**src/bundlePkg.sv**
```systemverilog
package bundlePkg;

  // fetch bundle layout
  localparam int parcelWidth = 16;
  localparam int parcelCount = 15;
  localparam int bundleWidth = 256;
  localparam int endBitBase = 240;
  localparam int wideBit = 255;

  // packed output geometry
  localparam int slotCount = 12;
  localparam int jumpSlotCount = 4;

  localparam int offWidth = 4;
  // inverted end bits of the parcel and the next three
  localparam int magicWidth = 4;

  typedef logic [offWidth-1:0] parcelIndex;

endpackage

```
**src/bundleCapture.sv**
```systemverilog
`timescale 1ns/1ps

module bundleCapture (
  input  logic clk,
  input  logic reset,
  input  logic bundleValid,
  input  logic [bundlePkg::bundleWidth-1:0] bundle,
  input  bundlePkg::parcelIndex startOff,
  output logic capValid,
  output logic capOffErr,
  output logic capWide,
  output logic [(bundlePkg::parcelCount+2)*bundlePkg::parcelWidth-1:0] capParcels,
  output logic [bundlePkg::parcelCount-1:0] capEnds,
  output logic [bundlePkg::parcelCount-1:0] capMask
);

  localparam int parcels = bundlePkg::parcelCount;
  localparam int payloadWidth = parcels * bundlePkg::parcelWidth;

  logic [payloadWidth-1:0] parcelReg;
  logic [parcels:0] maskNext;

  // thermometer from startOff upward, empty for offset 15
  assign maskNext = {(parcels+1){1'b1}} << startOff;

  always_ff @(posedge clk) begin
    if (reset) begin
      capValid <= 1'b0;
      capOffErr <= 1'b0;
    end else begin
      capValid <= bundleValid;
      capOffErr <= bundleValid && (startOff == bundlePkg::parcelIndex'(parcels));
    end
  end

  always_ff @(posedge clk) begin
    if (bundleValid) begin
      parcelReg <= bundle[payloadWidth-1:0];
      capEnds <= bundle[bundlePkg::endBitBase +: parcels];
      capWide <= bundle[bundlePkg::wideBit];
      capMask <= maskNext[parcels-1:0];
    end
  end

  // two spare parcels so the last window reads zeros
  assign capParcels = {{(2*bundlePkg::parcelWidth){1'b0}}, parcelReg};

  maskContiguous: assert property (@(posedge clk) disable iff (reset)
    bundleValid |=> ((capMask[parcels-2:0] & ~capMask[parcels-1:1]) == '0));

endmodule

```
**config.mk**
```make
export PLATFORM = sky130hd
export DESIGN_NAME = bundleCapture
export DESIGN_NICKNAME = d
export VERILOG_FILES = /design/src/bundlePkg.sv /design/src/bundleCapture.sv
export SDC_FILE = /design/constraint.sdc
export NUM_CORES = 1
export LEC_CHECK = 0
export BUFFER_PORTS_ARGS = -buffer_cell sky130_fd_sc_hd__buf_2
export CAP_MARGIN = 25
export CORE_AREA = 2 2 218 220
export DETAILED_ROUTE_END_ITERATION = 6
export DIE_AREA = 0 0 220 222
export PLACE_DENSITY = 0.54
export SLEW_MARGIN = 20
export SYNTH_ARGS = -nofsm -noshare
export SYNTH_HDL_FRONTEND = slang
export SYNTH_SLANG_ARGS = --single-unit
export TNS_END_PERCENT = 20
```
**constraint.sdc**
```tcl
create_clock -name clk -period 1 [get_ports clk]
set_input_delay 0.2 -clock clk [delete_from_list [all_inputs] [get_ports clk]]
set_output_delay 0.2 -clock clk [all_outputs]
set_load 0.02 [all_outputs]
```
# [After elaboration in Yosys (flattened, before gate mapping)]
# Cells that the tools add are included.
[op_classes] eq_ne=1 n_shift=1 n_reduce_logical=1
[ops] cell="16-bit by 4-bit left shift with 15-bit output (first input constant)" count=1
[ops] cell="4-bit equality test (second input constant)" count=1
[ops] cell="1-bit logical AND" count=1
[word_totals] regBits=273 in_bits=263 output_inout_bits=305 wordCells=9

# [Longest topological paths before layout]
[depth] ltp_word=2 depth_mapped=3 ltp_nobuf=2

# [Worst setup path before layout]
# No wires, ideal clock.
[synth_path] kind="input -> register" startpoint="input startOff[1]" endpoint="register capMask[4] in the netlist's numbering, data pin" setup_time_ns=0.140 arrival_ns=0.680 setup_slack_ns=0.179 cell_stages=3 n_path_buf=1 cell_sequence="buf_6 -> or2_4 -> a21oi_2"
[synth_via] elab_chain_cells=1
[synth_rtl] item="start, declared" line_no="bundleCapture.sv:8" source="input bundlePkg::parcelIndex startOff,"
[synth_rtl] item="16-bit by 4-bit left shift with 15-bit output" line_no="bundleCapture.sv:24" source="assign maskNext = {(parcels+1){1'b1}} << startOff;"
[synth_rtl] item="end signal, assigned" line_no="bundleCapture.sv:41" source="capMask <= maskNext[parcels-1:0];"
[synth_rtl] item="end, declared" line_no="bundleCapture.sv:14" source="output logic [bundlePkg::parcelCount-1:0] capMask"
# No other way between the ends.
# A chain may end at the register's enable or synchronous reset.

# [Final worst setup path]
[layout_path] startpoint="register parcelReg[163]" endpoint="output capParcels[163] in the netlist's numbering"
[layout_lines] item="start, declared" line_no="bundleCapture.sv:20" source="logic [payloadWidth-1:0] parcelReg;"
[layout_lines] item="start signal, assigned" line_no="bundleCapture.sv:38" source="parcelReg <= bundle[payloadWidth-1:0];"
[layout_lines] item="end, declared" line_no="bundleCapture.sv:12" source="output logic [(bundlePkg::parcelCount+2)*bundlePkg::parcelWidth-1:0] capParcels,"
# No word-level cell between the ends.

==> flow_results.xml <==
<?xml version="1.0" encoding="UTF-8"?>
<metrics>
  <group name="floorplanning">
    <metric name="floorplan.initialDensity" unit="%">18.5</metric>
    <metric name="rows" unit="">79</metric>
    <metric name="fp.coreArea" unit="um^2">46300</metric>
    <metric name="fp.dieW" unit="um">220</metric>
    <metric name="floorplan.io_pins" unit="">568</metric>
    <metric name="fp.dieArea" unit="um^2">48800</metric>
    <metric name="chipHeight" unit="um">222</metric>
  </group>
  <group name="global_route">
    <metric name="globalRouteTotalUtil" unit="%">11.0</metric>
    <metric name="vias_in_the_first_global_route" unit="">6839</metric>
    <metric name="grt_max_degree" unit="">47</metric>
    <metric name="first_pass_grt_wire_length" unit="um">40200</metric>
    <metric name="final_global_route_overflow_total" unit="">0</metric>
    <metric name="antenna_found_initial" unit="">4</metric>
  </group>
  <group name="cells_and_area">
    <metric name="fin_nets" unit="">1432</metric>
    <metric name="areaGrowthSynthToFinish" unit="%">87.2</metric>
    <metric name="layout-drive-gt1-share" unit="%">50.3</metric>
    <metric name="final_cell_area" unit="um^2">16000</metric>
    <metric name="fin_util" unit="%">34.7</metric>
  </group>
  <group name="power_and_ir_drop">
    <metric name="irDropWorstVdd" unit="V">0.00127</metric>
    <metric name="leakagePower" unit="nW">6.72</metric>
    <metric name="totalPowerFinal" unit="mW">28.2</metric>
    <metric name="power_density" unit="nW/um^2">1760</metric>
  </group>
  <group name="sta">
    <metric name="timing.final.max_slew_violations" unit="">0</metric>
    <metric name="period_share" unit="%">137</metric>
    <metric name="fmax" unit="GHz">0.731</metric>
    <metric name="rsz0062_at_grt" unit="">yes</metric>
    <metric name="timing.final.setup_violations" unit="">273</metric>
    <metric name="timing.final.ws_setup" unit="ns">-0.368</metric>
    <metric name="layout_min_cycle_time" unit="ns">1.37</metric>
    <metric name="finalHoldViolations" unit="">0</metric>
  </group>
  <group name="worst_setup_path">
    <metric name="critical_path_arrival" unit="ns">1.17</metric>
    <metric name="setup.worst_path.end_class" unit="">primary output</metric>
    <metric name="worst_path_dominant_cell_family" unit="">flip-flops</metric>
    <metric name="crit_chain" unit="">buf_6</metric>
    <metric name="slowest_delay" unit="ns">0.44</metric>
    <metric name="crit_path_max_fanout" unit="">1</metric>
    <metric name="critPathLaunchType" unit="">flip-flop</metric>
    <metric name="cp_data_required_time" unit="ns">0.80</metric>
    <metric name="path_type_of_the_worst_setup_path" unit="">flip-flop to primary output</metric>
    <metric name="cp_num_buf_inv" unit="">1</metric>
    <metric name="critPathSlowestCell" unit="">edfxtp_1</metric>
  </group>
  <group name="clock_tree">
    <metric name="clk_root_buffer_cell" unit="">clkbuf_16</metric>
    <metric name="clock_pin_slew_on_the_worst_setup_and_hold_paths" unit="ns">0.06</metric>
    <metric name="cts_inserted_buffers" unit="">29</metric>
    <metric name="h-tree-depth" unit="">1</metric>
    <metric name="clock_tree_buf_depth" unit="">3</metric>
    <metric name="tritoncts" unit="">yes</metric>
    <metric name="cts.sink_count" unit="">273</metric>
    <metric name="postCtsSetupBuffers" unit="">0</metric>
  </group>
  <group name="placement">
    <metric name="io_buffers" unit="">535</metric>
    <metric name="post_place_cell_area" unit="um^2">12000</metric>
    <metric name="routabilityCongestion" unit="">0.817</metric>
    <metric name="hpwlAfterDp" unit="um">20600</metric>
  </group>
  <group name="detailed_routing">
    <metric name="drt_iter0_drc" unit="">330</metric>
    <metric name="drt-wirelength-per-cell" unit="um">16.2</metric>
    <metric name="drcViolationCount" unit="">0</metric>
    <metric name="wirelength" unit="um">29200</metric>
    <metric name="drt.antenna.violating_nets" unit="">0</metric>
    <metric name="via_count" unit="">6358</metric>
    <metric name="detailedRoute.firstPassIterationCount" unit="">6</metric>
    <metric name="route.detailed.vias_per_inst" unit="">3.53</metric>
  </group>
  <group name="synth">
    <metric name="synthDistinctLibCells" unit="">22</metric>
    <metric name="ys_warn_count" unit="">0</metric>
    <metric name="synth_area_leader_cell" unit="">edfxtp_1</metric>
    <metric name="yosys.area.top_type_share" unit="%">94.9</metric>
    <metric name="synth-seq-area-share" unit="%">95.4</metric>
    <metric name="postSynthCellCount" unit="">328</metric>
    <metric name="yosys.cell_count.top_type" unit="">edfxtp_1</metric>
    <metric name="top_cells_by_area_in_the_synthesized_netlist" unit="">edfxtp_1 (95%), buf_4 (2.9%), dfxtp_1 (0.47%)</metric>
    <metric name="number_of_enable_type_register_cells_in_the_synthesized_netlist" unit="">271</metric>
    <metric name="async_reset_ff_share" unit="%">0</metric>
    <metric name="postSynthAreaPerCell" unit="um^2">26.1</metric>
    <metric name="synthesis.area" unit="um^2">8570</metric>
    <metric name="netlist_top_cells_count" unit="">edfxtp_1 (271), buf_4 (33)</metric>
    <metric name="postSynth.topFlopCell" unit="">edfxtp_1</metric>
    <metric name="number_of_synthesized_register_bits" unit="">273</metric>
  </group>
  <group name="min_path">
    <metric name="min-delay-path-class" unit="">input port to flip-flop</metric>
  </group>
  <group name="flow_run">
    <metric name="cap_viol_max_count" unit="">0</metric>
  </group>
  <group name="run_status">
    <metric name="outcome" unit="">finished, violations left</metric>
    <metric name="violated_checks" unit="">negative setup slack</metric>
  </group>
</metrics>
registers in the layout, indices dropped and copies added, names as in the netlist:
| name | cells |
|---|---|
| capEnds | 15 |
| capMask | 15 |
| capOffErr | 1 |
| capValid | 1 |
| capWide | 1 |
| parcelReg | 240 |
what timing repair did:
| action | CTS | global route |
|---|---|---|
| gates resized for setup | 106 | 58 |
| hold endpoints to repair | 266 | 0 |
| hold buffers | 262 | 0 |
| gates cloned | 0 | 0 |
| endpoints found under the setup margin | 273 | 273 |
per-stage QoR:
stage	std cells	setup TNS [ns]	worst slack (ns)	hold slack, ns
2_1_floorplan	359	0	0.179	0.270
3_3_place_gp	1483	-11.68	-0.0861	0.377
3_5_place_dp	1483	-13.95	-0.0939	0.378
5_1_grt	1799	-92.96	-0.419	0.186
4_1_cts	1797	-88.42	-0.403	0.186
6_report	1799	-79.32	-0.368	0.199
metal layers:
metal / up-vias / wire length, um / global-route usage, %
li1: 2924 / - / -
met1: 3014 / 10300 / 11.1
met2: 366 / 15400 / 21.0
met3: 52 / 2600 / 3.29
met4: 2 / 858 / 3.72
met5: - / 13 / 0
logic make-up after synthesis:
kind of cell,synth area share (%)
AOI/OAI and AO/OA,0.438
buffers and inverters,3.12
DFF,95.4
other,0.0437
and+or+nand+nor,0.993
cell type report:
type | count | area (um^2)
Multi-Input combinational cell | 50 | 243
Fill cell | 4379 | 30200
Clock inverter | 18 | 138
Sequential cell | 273 | 8180
Tap cell | 607 | 759
Inverter | 1 | 3.75
Clock buffer | 34 | 744
Antenna cell | 2 | 5.00
Timing Repair Buffer | 814 | 5970
power by group:
| part | total (mW) | leakage, nW | switching, mW | internal, mW |
|---|---|---|---|---|
| Sequential | 13.9 | 2.67 | 0.310 | 13.6 |
| Clock | 10.0 | 0.436 | 4.23 | 5.78 |
| Combinational | 4.24 | 3.61 | 2.28 | 1.95 |
layout by cell type (no fill, tap or decap), drive strengths merged, types with 2 or more instances in the layout:
| cell type | instances |
|---|---|
| diode | 2 |
| dlygate4sd3 | 262 |
| conb | 32 |
| bufinv | 2 |
| buf | 552 |
| a21oi | 2 |
| dfxtp | 2 |
| edfxtp | 271 |
| clkbuf | 34 |
| nor3 | 3 |
| o21ai | 2 |
| inv | 2 |
| nand3 | 2 |
| clkinv | 15 |
worst paths after layout:
path	startpoint	end	slack, ns	cells past startpoint
hold / removal	bundleValid	parcelReg[113]$_DFFE_PP_	0.20	2
setup / recovery	parcelReg[163]$_DFFE_PP_	capParcels[163]	-0.37	1
Power figures use the tool's default switching activity.
