**src/isaPkg.sv**
```systemverilog
package isaPkg;

  localparam int classWidth = 7;

  // bit positions in a class vector
  localparam int clsJump = 0;
  localparam int clsAlu = 1;
  localparam int clsShift = 2;
  localparam int clsMul = 3;
  localparam int clsLoad = 4;
  localparam int clsStore = 5;
  localparam int clsSys = 6;

  typedef logic [classWidth-1:0] instrClass;

  // same 32 bits, read as long form or as compact form
  typedef union packed {
    struct packed {
      logic [23:0] operand;
      logic [7:0] mainOp;
    } longForm;
    struct packed {
      logic [25:0] operand;
      logic [5:0] subOp;
    } compactForm;
  } instrWord;

  // long form main opcode ranges
  localparam logic [7:0] aluMulLast = 8'd39;
  localparam logic [7:0] shiftFirst = 8'd40;
  localparam logic [7:0] shiftLast = 8'd45;
  localparam logic [7:0] aluFirst = 8'd46;
  localparam logic [7:0] aluLast = 8'd53;
  localparam logic [7:0] memFirst = 8'd64;
  localparam logic [7:0] memLast = 8'd127;
  localparam logic [7:0] condJumpFirst = 8'd160;
  localparam logic [7:0] condJumpLast = 8'd175;
  localparam logic [7:0] longJumpFirst = 8'd180;
  localparam logic [7:0] longJumpLast = 8'd181;
  localparam logic [7:0] sysOpcode = 8'd255;

  // compact form sub opcode ranges
  localparam logic [5:0] subAluLast = 6'd15;
  localparam logic [5:0] subShiftFirst = 6'd16;
  localparam logic [5:0] subShiftLast = 6'd19;
  localparam logic [5:0] subOddShiftFirst = 6'd20;
  localparam logic [5:0] subOddShiftLast = 6'd31;
  localparam logic [5:0] subJumpFirst = 6'd48;
  localparam logic [5:0] subJumpLast = 6'd51;

endpackage

```
**src/bundlePkg.sv**
```systemverilog
package bundlePkg;

  // fetch bundle layout
  localparam int parcelWidth = 16;
  localparam int parcelCount = 15;
  localparam int bundleWidth = 256;
  localparam int endBitBase = 240;
  localparam int wideBit = 255;

  // packed output geometry
  localparam int slotCount = 12;
  localparam int jumpSlotCount = 4;

  localparam int offWidth = 4;
  // inverted end bits of the parcel and the next three
  localparam int magicWidth = 4;

  typedef logic [offWidth-1:0] parcelIndex;

endpackage

```
**src/parcelClassifier.sv**
```systemverilog
`timescale 1ns/1ps

module parcelClassifier (
  input  isaPkg::instrWord word,
  input  logic [bundlePkg::magicWidth-1:0] magic,
  output isaPkg::instrClass cls
);

  logic isLong;
  logic [7:0] mainOp;
  logic [5:0] subOp;

  // end bit clear at this parcel means a multi-parcel long form
  assign isLong = magic[0];
  assign mainOp = word.longForm.mainOp;
  assign subOp = word.compactForm.subOp;

  always_comb begin
    cls = '0;
    if (isLong) begin
      if (mainOp <= isaPkg::aluMulLast) begin
        // bit 2 splits mul from plain ALU
        if (mainOp[2]) begin
          cls[isaPkg::clsMul] = 1'b1;
        end else begin
          cls[isaPkg::clsAlu] = 1'b1;
        end
      end
      if (mainOp >= isaPkg::shiftFirst && mainOp <= isaPkg::shiftLast) begin
        cls[isaPkg::clsShift] = 1'b1;
      end
      if (mainOp >= isaPkg::aluFirst && mainOp <= isaPkg::aluLast) begin
        cls[isaPkg::clsAlu] = 1'b1;
      end
      if (mainOp >= isaPkg::memFirst && mainOp <= isaPkg::memLast) begin
        // odd opcodes store
        if (mainOp[0]) begin
          cls[isaPkg::clsStore] = 1'b1;
        end else begin
          cls[isaPkg::clsLoad] = 1'b1;
        end
      end
      if (mainOp >= isaPkg::condJumpFirst && mainOp <= isaPkg::condJumpLast) begin
        cls[isaPkg::clsJump] = 1'b1;
        cls[isaPkg::clsAlu] = 1'b1;
      end
      if (mainOp >= isaPkg::longJumpFirst && mainOp <= isaPkg::longJumpLast) begin
        cls[isaPkg::clsJump] = 1'b1;
      end
      if (mainOp == isaPkg::sysOpcode) begin
        cls[isaPkg::clsSys] = 1'b1;
      end
    end else begin
      if (subOp <= isaPkg::subAluLast) begin
        cls[isaPkg::clsAlu] = 1'b1;
      end
      if (subOp >= isaPkg::subShiftFirst && subOp <= isaPkg::subShiftLast) begin
        cls[isaPkg::clsShift] = 1'b1;
      end
      if (subOp >= isaPkg::subOddShiftFirst && subOp <= isaPkg::subOddShiftLast && subOp[0]) begin
        cls[isaPkg::clsShift] = 1'b1;
      end
      if (subOp >= isaPkg::subJumpFirst && subOp <= isaPkg::subJumpLast) begin
        cls[isaPkg::clsJump] = 1'b1;
      end
    end
  end

endmodule

```
**src/classifyStage.sv**
```systemverilog
`timescale 1ns/1ps

module classifyStage (
  input  logic clk,
  input  logic reset,
  input  logic capValid,
  input  logic capOffErr,
  input  logic capWide,
  input  logic [(bundlePkg::parcelCount+2)*bundlePkg::parcelWidth-1:0] capParcels,
  input  logic [bundlePkg::parcelCount-1:0] capEnds,
  input  logic [bundlePkg::parcelCount-1:0] capMask,
  output logic clsValid,
  output logic clsOffErr,
  output logic clsWide,
  output isaPkg::instrWord [bundlePkg::parcelCount-1:0] clsWords,
  output logic [bundlePkg::parcelCount-1:0][bundlePkg::magicWidth-1:0] clsMagic,
  output isaPkg::instrClass [bundlePkg::parcelCount-1:0] clsClass,
  output logic [bundlePkg::parcelCount-1:0] clsStart
);

  localparam int parcels = bundlePkg::parcelCount;
  localparam int pw = bundlePkg::parcelWidth;
  localparam int mw = bundlePkg::magicWidth;

  logic [parcels+mw-2:0] endsExt;
  logic [parcels-1:0] prevEnd;
  isaPkg::instrWord [parcels-1:0] words;
  logic [parcels-1:0][mw-1:0] magic;
  isaPkg::instrClass [parcels-1:0] classes;
  logic [parcels-1:0] start;

  // end bits past the last parcel read as clear
  assign endsExt = {{(mw-1){1'b0}}, capEnds};
  assign prevEnd = {capEnds[parcels-2:0], 1'b1};

  for (genvar k = 0; k < parcels; k++) begin : gParcel
    assign words[k] = capParcels[k*pw +: 2*pw];
    assign magic[k] = ~endsExt[k +: mw];
    // needs a terminating end bit somewhere ahead
    assign start[k] = prevEnd[k] & capMask[k] & (|capEnds[parcels-1:k]);

    parcelClassifier classifier (
      .word(words[k]),
      .magic(magic[k]),
      .cls(classes[k])
    );
  end

  always_ff @(posedge clk) begin
    if (reset) begin
      clsValid <= 1'b0;
      clsOffErr <= 1'b0;
    end else begin
      clsValid <= capValid;
      clsOffErr <= capOffErr;
    end
  end

  always_ff @(posedge clk) begin
    clsWide <= capWide;
    clsWords <= words;
    clsMagic <= magic;
    clsClass <= classes;
    clsStart <= start;
  end

endmodule

```
**config.mk**
```make
export PLATFORM = sky130hd
export DESIGN_NAME = classifyStage
export DESIGN_NICKNAME = d
export VERILOG_FILES = /design/src/isaPkg.sv /design/src/bundlePkg.sv /design/src/parcelClassifier.sv /design/src/classifyStage.sv
export SDC_FILE = /design/constraint.sdc
export NUM_CORES = 1
export LEC_CHECK = 0
export ABC_AREA = 1
export BUFFER_PORTS_ARGS = -buffer_cell sky130_fd_sc_hd__buf_2
export CAP_MARGIN = 0
export CORE_AREA = 3 3 379 381
export CTS_CLUSTER_SIZE = 28
export DETAILED_ROUTE_END_ITERATION = 12
export DIE_AREA = 0 0 382 384
export PLACE_DENSITY = 0.36
export SYNTH_ARGS = -nofsm -noshare
export SYNTH_HDL_FRONTEND = slang
export SYNTH_SLANG_ARGS = --single-unit
```
**constraint.sdc**
```tcl
create_clock -name clk -period 1.1 [get_ports clk]
set_clock_uncertainty 0.1 [all_clocks]
set_input_delay 0.165 -clock clk [delete_from_list [all_inputs] [get_ports clk]]
set_output_delay 0.165 -clock clk [all_outputs]
set_load 0.03 [all_outputs]
```
## Yosys cells after proc, flatten, opt, wreduce, memory -nomap -nowiden

Index checks and enable logic that the tools add are counted.

- Order comparisons: 270
- Eq/ne operators: 15
- Multiplexer cells: 225
- Bitwise gates (word level): 44
- Reduce and logical (&&, ||, !) cells: 179

Operators by type and width:

| operator | number |
|---|---|
| <= comparator 8 x 6 -> 1 bit, second input constant | 45 |
| greater-or-equal comparator 8 x 6 -> 1 bit, second input constant | 30 |
| greater-or-equal comparator 8 bit, second input constant | 30 |
| <= comparator 8 bit, second input constant | 30 |
| 2-to-1 mux 1 bit | 195 |
| greater-or-equal comparator 6 x 5 -> 1 bit, second input constant | 30 |
| <= comparator 6 x 5 -> 1 bit, second input constant | 30 |
| logical AND 1 bit | 135 |
| equality test 8 bit, second input constant | 15 |
| greater-or-equal comparator 8 x 7 -> 1 bit, second input constant | 15 |
| <= comparator 8 x 7 -> 1 bit, second input constant | 15 |
| greater-or-equal comparator 6 bit, second input constant | 15 |
| <= comparator 6 x 4 -> 1 bit, second input constant | 15 |
| <= comparator 6 bit, second input constant | 15 |
| AND reduction 2 bit | 30 |
| NOT 4 bit | 12 |
| 2-to-1 mux 3 bit | 15 |
| 2-to-1 mux 2 bit | 15 |
| AND 1 bit | 29 |
| OR reduction 15 bit | 1 |
| OR reduction 14 bit | 1 |
| OR reduction 13 bit | 1 |
| OR reduction 12 bit | 1 |
| OR reduction 11 bit | 1 |
| 12 further kinds | 12 |

- Register bits: 663
- Input port bits: 307
- Output and inout port bits: 663
- Logic and storage cells: 827

## Longest topological paths before layout

Gate-level depths: netlist of run 1.

- Depth in word-level cells: 6
- Mapped depth: 8
- Depth with buffers taken out: 8

## By module

From an unflattened synthesis of run 1, not the netlist that was laid out.

- Cells, all modules: 1617
- Area total of the unflattened synthesis: 14589.0 µm²

Modules (own cells, without submodules):

| module | instances | cells an instance | area each (µm²) | sequential area each (µm²) |
|---|---|---|---|---|
| classifyStage | 1 | 747 | 10272.4 | 7887.6 |
| parcelClassifier (gParcel[0].classifier ...) | 13 | 58 | 289.0 | 0.0 |
| parcelClassifier (gParcel[9].classifier) | 1 | 58 | 294.0 | 0.0 |
| parcelClassifier (gParcel[1].classifier) | 1 | 58 | 265.3 | 0.0 |

## Worst setup path before layout of run 1

Ideal clock, no wire load.

- Path kind: reg2out
- Start point: register, netlist name clsMagic[16]
- End point: output port clsMagic[10] (netlist bit)
- Data arrival time: 0.739 ns
- Data required time: 0.835 ns
- Path slack: 0.096 ns
- Cell stages (with the launch flop): 2
- Path buffers: 1
- Path through: dfxtp_1 buf_4

RTL lines:

| what | RTL line | source |
|---|---|---|
| end: declaration | classifyStage.sv:16 | `output logic [bundlePkg::parcelCount-1:0][bundlePkg::magicWidth-1:0] clsMagic,` |

==> out/metrics.cfg, run 1 <==
[timing]
slew_violations = 0
rsz0062_at_grt = yes
finalSetupViolCount = 684
worst_slack_ns = -0.402
fin_crit_sh = 1.37
period_needed_ns = 1.50
clock.fmax_ghz = 0.666
max_slew_margin = 0.549
finalHoldViolations = 4
tightest_slew_ns = 0.674
holdWs_ns = -0.261

[synth]
async_flop_share = 0
ys_top_cells_by_area = dfxtp_1 59%, buf_4 15%, nand2_1 6.1%, nand3_1 4.0%, inv_1 3.7%
yosys.cell_types.count = 32
syn_inst = 1430
ys.flop_type = dfxtp_1
yosys.cell_count.top_type = dfxtp_1
synth_warnings = 0
seq_area_frac_synth = 0.591
ys_ff_latch = 394
synth_top_area_frac = 0.591
avgSynthCellArea_sq_um = 9.34
synth_commonest_cells = 394 x dfxtp_1, 269 x buf_4, 218 x nand2_1
synth_top_area_cell = dfxtp_1
synth_area_sq_um = 13400
synth-edff-count = 0

[worst_setup_path]
cp_data_required_time_ns = 0.83
endpoint_kind = primary output
crit_buf_inv = 2
cp_cell_sequence = buf_12 -> buf_8
slowest_stage = dfxtp_2
crit_family = flip-flops
crit_path_start_kind = flip-flop
max_stage_delay_ns = 0.33
critPathMaxFanout = 2
endpoint = clsWords[340]
cp.depth = 2
crit_type = flip-flop to primary output
arrival_ns = 1.24
crit_start = clsWords[356]

[clock_tree]
htreeDepth = 2
cts_tree = yes
path_clk_slew_ns = 0.06
cts_buffers = 53
cts_buffer_depth = 3
cts-root-buf = clkbuf_16
clock-sinks = 394

[placed_design]
place_area_sq_um = 19900
place_ws_ns = -0.278
place.gp.congestion = 0.869
port_buffers = 947
placed_cells = 4165
hpwl_microns = 67000

[cells_and_area]
instances_no_fill = 4579
fin_area_sq_um = 30100
fill_cells = 15400
area_growth_pct = 125
nNetsFinal = 2947
drive_gt1_frac = 0.618

[routing]
drt-total-wl_microns = 83700
viasPerCell = 3.12
dr_total_vias = 14300
drc = 0
drt_iter0_markers = 433
dr.pass1.iters = 5
detail_route.wl_per_cell_microns = 18.3
drtAntennaViolNets = 0

[floorplan]
initial_core_util = 0.0948
core_sq_um = 141000
die_h_microns = 384
die-area_sq_um = 147000
die_x_microns = 382
io-pin-count = 970
floorplan.rows = 138

[pwr]
p_per_area_nw_per_um2 = 1460
p_seq_frac = 0.360
p_switching_mw = 13.0
swShare = 0.297
vdd_drop_max_mv = 1.13
p_int_mw = 30.8
p_leak_nw = 13.6
combPwrFrac = 0.202
p_clk_frac = 0.438

[flow_run]
cap_violations = 0

[outcome]
failed_checks = negative hold slack, negative setup slack
status = complete, but fails checks

[global_route]
grt_use_total = 0.108
overflow = 0
antenna_found_initial = 22
grt_start_max_net_pins = 15
grt_pass1_vias = 15300
grt_pass1_wl_microns = 114000

[min_path]
hp-class = primary input to flip-flop

-- area by class of cell --
cell class / count / area, sq um / share of cell area
Antenna cell: 4 / 10.0 / 0.000333
Tap cell: 1890 / 2360 / 0.0786
Inverter: 140 / 532 / 0.0177
Timing Repair Buffer: 1422 / 13500 / 0.450
Sequential cell: 394 / 8630 / 0.287
Clock inverter: 37 / 520 / 0.0173
Clock buffer: 63 / 1390 / 0.0463
Multi-Input combinational cell: 629 / 3110 / 0.103
-- metrics by stage --
stage | hold slack, ns | utilization | power [mW] | TNS [ns]
5_1_grt | -0.311 | 0.213 | 45.7 | -231.70
6_report | -0.261 | 0.214 | 43.8 | -181.89
2_1_floorplan | 0.0927 | - | 19.5 | 0
4_1_cts | -0.357 | 0.210 | 44.6 | -232.99
3_5_place_dp | 0.169 | 0.141 | 22.1 | -4.42
3_3_place_gp | 0.167 | 0.141 | 22.2 | -4.40
-- power groups by stage --
stage | sequential, mW | combinational [mW] | clock [mW]
5_1_grt | 15.9 | 9.32 | 20.5
6_report | 15.8 | 8.85 | 19.2
2_1_floorplan | 17.0 | 2.50 | 0
3_5_place_dp | 15.8 | 6.37 | 0
3_3_place_gp | 15.8 | 6.40 | 0
4_1_cts | 15.8 | 8.75 | 20.0
-- logic make-up (layout without fill, tap and decap cells) --
logic type,count (synthesis),count (layout),synth area share
buf+inv,412,1662,0.192
other cells,1,10,0.000281
flops,394,394,0.591
simple gates,532,532,0.176
compound gates,91,91,0.0418
-- cell usage in the layout, fill, tap and decap left out, types with 20 or more instances in the layout --
cell type      count
buf_6            616
dlygate4sd3_1    305
dfxtp_2          293
buf_2            278
nand2_1          215
buf_4            161
inv_1            128
nor2_1           107
nand3_1          105
dfxtp_4          101
clkbuf_16         53
buf_8             40
nand4_1           27
a21oi_1           24
o21ai_0           21
nor2_2            20
nor3_1            20
-- layer usage --
metal	wire length [microns]	GRT usage	vias up
li1	-	-	6749
met1	31800	0.119	6736
met5	69	0	-
met4	2210	0.0268	10
met3	7710	0.0420	107
met2	41900	0.193	684
-- registers in the layout, indices dropped and copies added (netlist names) --
signal     count
clsClass     105
clsOffErr      1
clsMagic      15
clsStart      15
clsValid       1
clsWords     256
clsWide        1
-- worst min path at each step --
| stage | start | endpoint | cells after the start |
|---|---|---|---|
| 3_3_place_gp | capParcels[127] | clsWords[239] | 1 |
| 3_5_place_dp | capParcels[88] | clsWords[168] | 1 |
| 2_1_floorplan | capWide | clsWide | 0 |
| 4_1_cts | capEnds[13] | clsStart[13] | 3 |
| 6_report | capEnds[13] | clsStart[13] | 3 |
| 5_1_grt | capEnds[13] | clsStart[13] | 3 |
-- timing repair --
item / in CTS / in global routing
hold buffers: 304 / 19
pin swaps: 0 / 8
resized for setup: 1827 / 95
buffers inserted: 0 / 7
endpoints found under the hold margin: 393 / 56
endpoints found under the setup margin: 657 / 709
Note: power is estimated with default switching activity, not from simulation.
==> run 2, diff against run 1 <==
clock period = 1.4 ns   (was 1.1 ns; I/O delays follow)
==> run 2 against run 1 <==
- the flow finishes with violations (negative setup slack)
- sequential power fell by 22%
- utilization fell by 0.95 points
- non-clock buffer count fell by 129
- flip-flop and latch count did not move
- final cell count fell by 2.9%
- critical endpoint unchanged
- highest routed layer unchanged
==> out/metrics.cfg, run 2 (synthesis gave the netlist of run 1 again) <==
[timing]
finalHoldViolations = 0  ; was 4
rsz0062_at_grt = yes  ; unchanged
slew_violations = 0  ; unchanged
worst_slack_ns = -0.153  ; was -0.402 ns
fin_crit_sh = 1.11
clock.fmax_ghz = 0.644
period_needed_ns = 1.55
finalSetupViolCount = 471  ; was 684

[global_route]
grt_pass1_vias = 14600  ; was 15.3k
grt_pass1_wl_microns = 111000  ; was 114000 microns
antenna_found_initial = 17  ; was 22
grt_use_total = 0.106  ; was 0.108
overflow = 0  ; unchanged
grt_start_max_net_pins = 15  ; unchanged

[pwr]
vdd_drop_max_mv = 0.814  ; was 1.13 mV
p_leak_nw = 12.9  ; was 13.6 nW
power_mw = 33.3  ; was 43.8 mW
p_per_area_nw_per_um2 = 1160  ; was 1460 nW/um^2

[cells_and_area]
instances_no_fill = 4446  ; was 4579
post-route-util = 0.204  ; was 0.214
layout_commonest_cell = buf_6  ; unchanged
largest_reg_flops = 256  ; unchanged
final_cell_mix = 618 x buf_6, 306 x dlygate4sd3_1, 290 x dfxtp_2  ; was 616 x buf_6, 305 x dlygate4sd3_1, 293 x dfxtp_2
reg_top3 = clsWords (256), clsClass (105)  ; unchanged
area_growth_pct = 115  ; was 125%
nNetsFinal = 2817  ; was 2947
drive_gt1_frac = 0.585  ; was 0.618
top_register = clsWords  ; unchanged
fin_area_sq_um = 28700  ; was 30100 sq um

[routing]
drtAntennaViolNets = 0  ; unchanged
drt_iter0_markers = 611  ; was 433
detail_route.wl_per_cell_microns = 18.4  ; was 18.3 microns
dr_total_vias = 13600  ; was 14.3k
dr.pass1.iters = 5  ; unchanged
viasPerCell = 3.06  ; was 3.12
drt-total-wl_microns = 81800  ; was 83700 microns
drc = 0  ; unchanged

[clock_tree]
cts_buffers = 52  ; was 53
cts-root-buf = clkbuf_16  ; unchanged
htreeDepth = 2  ; unchanged
cts_buffer_depth = 3  ; unchanged
clock-sinks = 394  ; unchanged
cts_setup_buffers = 0  ; unchanged
cts_tree = yes  ; unchanged
path_clk_slew_ns = 0.06  ; about the same

[floorplan]
die_x_microns = 382  ; unchanged
floorplan.rows = 138  ; unchanged
core_sq_um = 141000  ; unchanged
initial_core_util = 0.0948  ; unchanged
die-area_sq_um = 147000  ; unchanged
io-pin-count = 970  ; unchanged
die_h_microns = 384  ; unchanged

[worst_setup_path]
crit_type = flip-flop to primary output  ; unchanged
endpoint_kind = primary output  ; unchanged
crit_path_start_kind = flip-flop  ; unchanged
cp_data_required_time_ns = 1.09  ; was 0.83 ns
arrival_ns = 1.24  ; about the same
critPathMaxFanout = 2  ; unchanged

[placed_design]
place_area_sq_um = 18700  ; was 19900 sq um
port_buffers = 947  ; unchanged
place_ws_ns = -0.0567  ; was -0.278 ns
hpwl_microns = 65900  ; was 67000 microns
place.gp.congestion = 0.871  ; was 0.869
placed_cells = 4039  ; was 4165

[outcome]
status = complete, but fails checks  ; unchanged
failed_checks = negative setup slack  ; was negative hold slack, negative setup slack

[min_path]
min_path_cells = 5  ; was 3
hp-class = primary input to flip-flop  ; unchanged

[flow_run]
cap_violations = 0  ; unchanged

run 2: cell types whose count changed in the layout (fill, tap and decap cells not counted), moves of 4 or more:
cell / before / now
buf_4: 161 / 36
clkbuf_4: 5 / 0
nor2_2: 20 / 10
buf_2: 278 / 289
o21ai_1: 6 / 2
nor2_4: 10 / 3
clkbuf_8: 3 / 7
dlymetal6s4s_1: 6 / 1
clkbuf_1: 7 / 11
bufinv_16: 11 / 7
o21ai_0: 21 / 25
buf_8: 40 / 35
nor2_1: 107 / 124
run 2: through the flow:
stage | setup TNS, ns | hold slack [ns]
final | -17.10 | 0.0840
after global routing | -61.03 | 0.0377
after CTS | -69.47 | 0.0146
after detailed placement | -0.198 | 0.214
after global placement | -0.143 | 0.213
after floorplan | 0 | 0.138
run 2: what timing repair did:
action | 4_1_cts | 5_1_grt
setup endpoints to repair | 657 | 664
resized for setup | 1838 | 32
hold buffers | 308 | 0
endpoints found under the hold margin | 394 | 0
run 2: layout make-up:
type	instances	area (sq um)
flip-flops and latches	394	8640
well taps	1890	2360
repair buffers	1293	12400
inverters	140	529
fillers	15400	112000
multi-input cells	629	2940
clock inverters	27	382
clock buffers	70	1440
diodes	3	7.51
run 2: path summary, 6_finish.rpt:
| kind | slack (ns) | startpoint | endpoint |
|---|---|---|---|
| worst max-delay path | -0.15 | clsWords[356] | clsWords[340] |
| worst min-delay path | 0.08 | capEnds[10] | clsStart[8] |
run 2: power by group:
| part | internal (mW) | total [mW] | switching (mW) |
|---|---|---|---|
| combinational | 2.92 | 6.59 | 3.67 |
| sequential | 11.8 | 12.4 | 0.608 |
| clock | 8.57 | 14.3 | 5.73 |
| total | 23.3 | 33.3 | 10.0 |
run 2: layer usage:
| metal | part of all wire | track usage |
|---|---|---|
| met1 | 0.39 | 0.121 |
| met5 | 0.00064 | 0 |
| met2 | 0.50 | 0.186 |
| met3 | 0.082 | 0.0335 |
| met4 | 0.033 | 0.0363 |
run 2: critical path, cell delays in order (launching register included):
cell,delay [ns]
dfxtp_2,0.34
buf_8,0.13
buf_6,0.14
